## src/arithPkg.sv

```systemverilog
package arithPkg;

	// operation select for the inc/dec stage
	typedef enum logic [1:0] {
		opInc = 2'd0, // A + 1
		opDec = 2'd1, // A - 1
		opNeg = 2'd2, // two's complement
		opAbs = 2'd3  // magnitude of signed A
	} opCode_t;

	// defaults picked up by the top level
	localparam int defaultWidth = 8; // bits per operand word

	// prefix tree variant
	// 0 serial chain, 1 brent-kung, 2 sklansky
	localparam int defaultSpeed = 0;

endpackage

```

## src/PrefixAnd.sv

```systemverilog
`timescale 1ns/1ps

// PO[i] = &PI[i:0], structure picked by speed
module PrefixAnd #(
	parameter int width = arithPkg::defaultWidth, // bits in the word
	parameter int speed = arithPkg::defaultSpeed  // 0 serial, 1 brent-kung, 2 sklansky
) (
	input  logic [width-1:0] PI, // propagate in
	output logic [width-1:0] PO  // prefix and of PI[i:0]
);

	localparam int m = $clog2(width); // log depth of the trees

	if (speed == 0) begin : slowPrefix
		logic [width-1:0] pt; // running and, one gate per bit

		assign pt[0] = PI[0];
		for (genvar i = 1; i < width; i++) begin : bits
			assign pt[i] = pt[i-1] & PI[i]; // ripples across the word
		end
		assign PO = pt;

	end else if (speed == 1) begin : mediumPrefix
		// levels 1..m reduce upward, levels m+1..2m-1 fill in the gaps
		logic [width-1:0] pt [0:2*m-1];

		assign pt[0] = PI;

		// up-sweep
		for (genvar l = 1; l <= m; l++) begin : upLevels
			for (genvar i = 0; i < width; i++) begin : bits
				if ((i + 1) % (2**l) == 0) begin : black
					// joins two aligned blocks of 2**(l-1)
					assign pt[l][i] = pt[l-1][i] & pt[l-1][i - 2**(l-1)];
				end else begin : white
					assign pt[l][i] = pt[l-1][i];
				end
			end
		end

		// down-sweep, span halves each level
		for (genvar l = m - 1; l >= 1; l--) begin : downLevels
			for (genvar i = 0; i < width; i++) begin : bits
				if (((i + 1) % (2**l) == 2**(l-1)) && (i >= 2**l)) begin : black
					// lower neighbour already holds a full prefix
					assign pt[2*m-l][i] = pt[2*m-l-1][i] & pt[2*m-l-1][i - 2**(l-1)];
				end else begin : white
					assign pt[2*m-l][i] = pt[2*m-l-1][i];
				end
			end
		end

		assign PO = pt[2*m-1]; // last level

	end else if (speed == 2) begin : fastPrefix
		// block of 2**l doubles each level, high fanout
		logic [width-1:0] pt [0:m];

		assign pt[0] = PI;
		for (genvar l = 1; l <= m; l++) begin : levels
			for (genvar i = 0; i < width; i++) begin : bits
				if (((i >> (l - 1)) & 1) == 1) begin : black
					// top bit of the lower half block
					assign pt[l][i] = pt[l-1][i] & pt[l-1][((i >> l) << l) + 2**(l-1) - 1];
				end else begin : white
					assign pt[l][i] = pt[l-1][i]; // lower half passes
				end
			end
		end

		assign PO = pt[m];

	end else begin : badSpeed
		$error("PrefixAnd speed %0d out of range", speed);
	end

endmodule

```

## src/Inc.sv

```systemverilog
`timescale 1ns/1ps

// Z = A + 1 mod 2**width
module Inc #(
	parameter int width = arithPkg::defaultWidth, // bits in the word
	parameter int speed = arithPkg::defaultSpeed  // prefix variant
) (
	input  logic [width-1:0] A, // operand
	output logic [width-1:0] Z  // A plus one
);

	logic [width-1:0] po; // all of A[i:0] one

	// carry into bit i+1 is just the prefix and of A
	PrefixAnd #(
		.width(width),
		.speed(speed)
	) prefixUnit (
		.PI(A),
		.PO(po)
	);

	// flip bit 0 always
	// flip bit i when the carry ripples that far
	assign Z = A ^ {po[width-2:0], 1'b1};

	// top bit of po is the all-ones case, covered by the flag logic upstairs

endmodule

```

## src/Dec.sv

```systemverilog
`timescale 1ns/1ps

// Z = A - 1 mod 2**width
module Dec #(
	parameter int width = arithPkg::defaultWidth, // bits in the word
	parameter int speed = arithPkg::defaultSpeed  // prefix variant
) (
	input  logic [width-1:0] A, // operand
	output logic [width-1:0] Z  // A minus one
);

	logic [width-1:0] aInv; // ones where A has zeros
	logic [width-1:0] po;   // all of A[i:0] zero

	assign aInv = ~A;

	PrefixAnd #(
		.width(width),
		.speed(speed)
	) prefixUnit (
		.PI(aInv),
		.PO(po)
	);

	// bit 0 always flips, bit i flips when every lower bit is zero (borrow)
	assign Z = A ^ {po[width-2:0], 1'b1};

endmodule

```

## src/IncDecOp.sv

```systemverilog
`timescale 1ns/1ps

// combinational inc / dec / neg / abs with wrap and zero flags
module IncDecOp #(
	parameter int width = arithPkg::defaultWidth, // bits in the word
	parameter int speed = arithPkg::defaultSpeed  // prefix variant
) (
	input  arithPkg::opCode_t op,      // operation select
	input  logic [width-1:0]  operand, // source word
	output logic [width-1:0]  result,  // selected result
	output logic              wrap,    // result left the number range
	output logic              zero     // result all zeros
);

	logic [width-1:0] incIn;  // operand, or its complement for neg/abs
	logic [width-1:0] incOut; // incIn + 1
	logic [width-1:0] decOut; // operand - 1
	logic             allOnes;  // operand = 2**width - 1
	logic             allZeros; // operand = 0
	logic             signIn;   // operand negative when signed
	logic             mostNeg;  // operand = -2**(width-1)

	// -A = ~A + 1, so the incrementer does double duty
	assign incIn = (op == arithPkg::opInc) ? operand : ~operand;

	Inc #(
		.width(width),
		.speed(speed)
	) incUnit (
		.A(incIn),
		.Z(incOut)
	);

	Dec #(
		.width(width),
		.speed(speed)
	) decUnit (
		.A(operand),
		.Z(decOut)
	);

	// operand classification for the wrap flag
	assign allOnes  = &operand;
	assign allZeros = ~|operand;
	assign signIn   = operand[width-1];
	assign mostNeg  = signIn & ~|operand[width-2:0]; // 100..0

	always_comb begin
		result = operand; // pass through unless replaced
		wrap   = 1'b0;
		case (op)
			arithPkg::opInc: begin
				result = incOut;
				wrap   = allOnes; // rolls over to zero
			end
			arithPkg::opDec: begin
				result = decOut;
				wrap   = allZeros; // borrows out to all ones
			end
			arithPkg::opNeg: begin
				result = incOut;  // ~operand + 1
				wrap   = mostNeg; // has no positive twin
			end
			arithPkg::opAbs: begin
				result = signIn ? incOut : operand; // negate only negatives
				wrap   = mostNeg;
			end
		endcase
	end

	assign zero = ~|result;

endmodule

```

## src/IncDecStage.sv

```systemverilog
`timescale 1ns/1ps

// one-entry registered stage around IncDecOp, valid/ready on both sides
module IncDecStage #(
	parameter int width = arithPkg::defaultWidth, // bits in the word
	parameter int speed = arithPkg::defaultSpeed  // prefix variant
) (
	input  logic              clk,
	input  logic              reset,    // sync, active high
	input  logic              inValid,  // source has a word
	output logic              inReady,  // stage can take it
	input  arithPkg::opCode_t op,       // operation select
	input  logic [width-1:0]  operand,  // source word
	output logic              outValid, // output register full
	input  logic              outReady, // sink takes the word
	output logic [width-1:0]  result,   // registered result
	output logic              wrap,     // registered wrap flag
	output logic              zero      // registered zero flag
);

	logic             accept;   // input transfer this edge
	logic [width-1:0] opResult; // combinational result
	logic             opWrap;
	logic             opZero;

	IncDecOp #(
		.width(width),
		.speed(speed)
	) opUnit (
		.op(op),
		.operand(operand),
		.result(opResult),
		.wrap(opWrap),
		.zero(opZero)
	);

	// take a new word when empty, or when the held one leaves this cycle
	assign inReady = ~outValid | outReady;
	assign accept  = inValid & inReady;

	// occupancy flag
	always_ff @(posedge clk) begin
		if (reset) begin
			outValid <= 1'b0;
		end else if (inReady) begin
			outValid <= inValid; // refill, or drain to empty
		end
		// stalled: hold full
	end

	// payload regs, only loaded on accept so they hold under back-pressure
	always_ff @(posedge clk) begin
		if (accept) begin
			result <= opResult;
			wrap   <= opWrap;
			zero   <= opZero;
		end
	end

endmodule

```

## config.mk

```make
export PLATFORM = sky130hd
export DESIGN_NAME = IncDecStage
export DESIGN_NICKNAME = d
export VERILOG_FILES = /design/src/arithPkg.sv /design/src/PrefixAnd.sv /design/src/Inc.sv /design/src/Dec.sv /design/src/IncDecOp.sv /design/src/IncDecStage.sv
export SDC_FILE = /design/constraint.sdc
export NUM_CORES = 1
export LEC_CHECK = 0
export BUFFER_PORTS_ARGS = -buffer_cell sky130_fd_sc_hd__clkbuf_2
export CORE_ASPECT_RATIO = 0.9
export CORE_UTILIZATION = 30
export DETAILED_ROUTE_END_ITERATION = 8
export HOLD_SLACK_MARGIN = 0.1
export PLACE_DENSITY = 0.58
export SETUP_SLACK_MARGIN = 0.4
export SLEW_MARGIN = 20
export SYNTH_ARGS = -nofsm -noshare
export SYNTH_HDL_FRONTEND = slang
export SYNTH_SLANG_ARGS = --single-unit
```

## constraint.sdc

```tcl
create_clock -name clk -period 3.4 [get_ports clk]
set_input_delay 0.17 -clock clk [delete_from_list [all_inputs] [get_ports clk]]
set_output_delay 0.17 -clock clk [all_outputs]
set_load 0.01 [all_outputs]
```

==> metrics <==
worst setup path start=op[1]; DIE AREA=3110 um2; Startpoint Class=primary input; Clock Skew=0.002482 ns; Initial Util=31.56%; gr usage total=12.45%; Buf/Inv on CP=1; kind of critical path=primary input to flop; pin count of the biggest net entering global routing=13; Synth Register Bits=11; Mapped Nets=117; minimum clock period=2.690 ns; status=finished clean; Worst R2R End=zero$_DFFE_PP_; RePlAce Congestion=0.8148; worst r2r src=outValid$_SDFFE_PP0N_; clock buffer depth=2; Final Core Density=38.25%; min-delay src=inValid; CTS Buf Count=3; Horiz. Die Dim=58.67 um; synth unique cells=25; first-pass iteration count of the detailed router=6; layout cells sized above 1=25.00%; post_cts resized=0; Syn Inst Count=91; remaining antenna violation count after routing=0; I/O pin total=26; Core Area=2748 um2; Skew-Pair Late Insertion Delay=0.26 ns; Final Hold Fails=0; Die Ht=53 um; reg2reg path depth=2; sequential area share after synthesis=36.94%; 1st-iter DRT viols=14; Hold WC Path Type=primary input to flop; H-Tree Depth=1; HPWL after DPL=1.514 mm; Root Driver=clkbuf_4; Worst setup EP type=flop; Yosys top cell area share=34.63%; Ys Warns=0; crit path DAT=2.70 ns; required time of the critical path=3.41 ns; CP top delay family=adder cells; first-pass GRT wire length=2.877 mm; Final nets=143; Avg Inst Size Synth=9.528 um2; CP max-delay cell=nor2_2; leading area contributor after synthesis=edfxtp_1; Hold Path Sink=outValid$_SDFFE_PP0N_; Hold Crit Depth=3; maximum VDD drop=0.08524 mV; PD cells=332.5 nW/um2; routed vias/inst=4.846; Congestion Overflow GR=0; vias=756; vias in the first global route=623; drt wl/cell=11.83 um; Syn-to-layout area delta=21.21%; largest fanout on the critical path=12; ANT cells=0; Fin Setup TNS=0 ns; initial antenna violation count=0; reg-to-reg slack, setup=2.25 ns; Slew Limit Headroom=61.71%; most frequent CP cell=ha_1; Synth area leaders=edfxtp_1 (35%), ha_1 (17%), xnor2_1 (8.1%); Max-Cap Viols=0; critical path cell sequence=clkbuf_2, nor2_2, or3_1, nand2_1, ha_1, ha_1, ha_1, ha_1, ha_1, xnor2_1, a22o_1, a21oi_1, nor4_1, and4bb_1; # clock sinks=11; fin crit share=79.13%; fmax=0.3717 GHz; RSZ-0062 raised after global routing=no; worst slew pin tran=0.5732 ns; Final Slew Violations=0; area of the mapped netlist=867.1 um2; leakage=0.4760 nW; # DRC=0; final wirelength=1.845 mm; # setup viols final=0; CTS tree=done; Cell Rows=18; clock-pin slew on the worst setup and hold paths=0.06 ns; crit-path max cell delay=0.40 ns; PortBufs=25
-- synth_stat cells --
library cell / count
ha_1: 12
edfxtp_1: 10
a21oi_1: 9
inv_1: 9
xnor2_1: 8
o22ai_1: 7
nand2_1: 5
buf_2: 4
nor2_1: 4
nor4_1: 3
o2bb2ai_1: 3
nand2b_1: 2
nand3_1: 2
o21ai_1: 2
a21o_1: 1
a22o_1: 1
and2_1: 1
and4bb_1: 1
buf_4: 1
dfxtp_1: 1
nand4_1: 1
nor2_2: 1
nor2b_1: 1
nor3_1: 1
or3_1: 1
-- area by class of cell --
type	instances	area [um2]
flip-flops and latches	11	320.3
repair buffers	26	135.1
well taps	40	50.05
inverters	9	33.78
clock buffers	4	26.28
fillers	308	1697
multi-input cells	66	485.5
-- worst reg2reg max path, cell delays in order (launching register included) --
cell,delay [ns]
dfxtp_1,0.31
nand2b_1,0.10
and2_1,0.40
-- repair_timing --
item | CTS | global route
hold buffers | 1 | 0
endpoints found under the hold margin | 1 | 0
buffers inserted | 0 | 0
-- metrics by stage --
step                cell area [um2]  total power, mW  setup WS, ns  hold WS (ns)  instances
floorplan                     867.1           0.2331        0.7590        0.2391         91
global placement               1015           0.2653        0.4686        0.3258        151
detailed placement             1015           0.2685        0.4458        0.3301        151
CTS                            1051           0.3541        0.7227        0.1318        156
global route                   1051           0.3733        0.5404        0.1159        156
finish                         1051           0.3495        0.7097        0.1367        156
-- layer usage --
metal,track usage (%),vias up,part of all wire (%)
met5,0,-,0
met4,4.762,0,0.33
met3,2.200,4,5.4
met2,20.69,28,48
met1,16.07,340,46
li1,-,384,-
-- worst max-delay path by stage --
| stage | end | slack, ns | depth (start not counted) |
|---|---|---|---|
| floorplan | zero$_DFFE_PP_ | 0.76 | 14 |
| global placement | zero$_DFFE_PP_ | 0.47 | 14 |
| detailed placement | zero$_DFFE_PP_ | 0.45 | 14 |
| CTS | zero$_DFFE_PP_ | 0.72 | 14 |
| global route | zero$_DFFE_PP_ | 0.54 | 14 |
| finish | zero$_DFFE_PP_ | 0.71 | 14 |
-- state kept, by name, indices dropped and copies added (netlist names) --
register / cells
wrap: 1
zero: 1
result: 8
outValid: 1
-- cells by family after synthesis --
kind of cell / share of synthesized area, %
compound gates: 16.31
simple gates: 14.29
buf+inv: 7.071
fa+ha+maj: 17.32
flops: 36.94
xor+xnor: 8.081
-- power breakdown --
part / total [mW] / switching [mW] / internal [mW]
combinational: 0.101 / 0.0587 / 0.0422
sequential: 0.165 / 0.00277 / 0.162
clock: 0.0835 / 0.0383 / 0.0453
-- layout by cell type, fill, tap and decap left out, drive strengths merged, types with 2 or more instances in the layout --
| cell type | count |
|---|---|
| a21oi | 9 |
| inv | 9 |
| ha | 12 |
| nand3 | 2 |
| clkbuf | 29 |
| nand2 | 5 |
| o22ai | 7 |
| nand2b | 2 |
| o21ai | 2 |
| edfxtp | 10 |
| nor2 | 5 |
| nor4 | 3 |
| o2bb2ai | 3 |
| xnor2 | 8 |
Note: power is estimated with default switching activity, not from simulation.
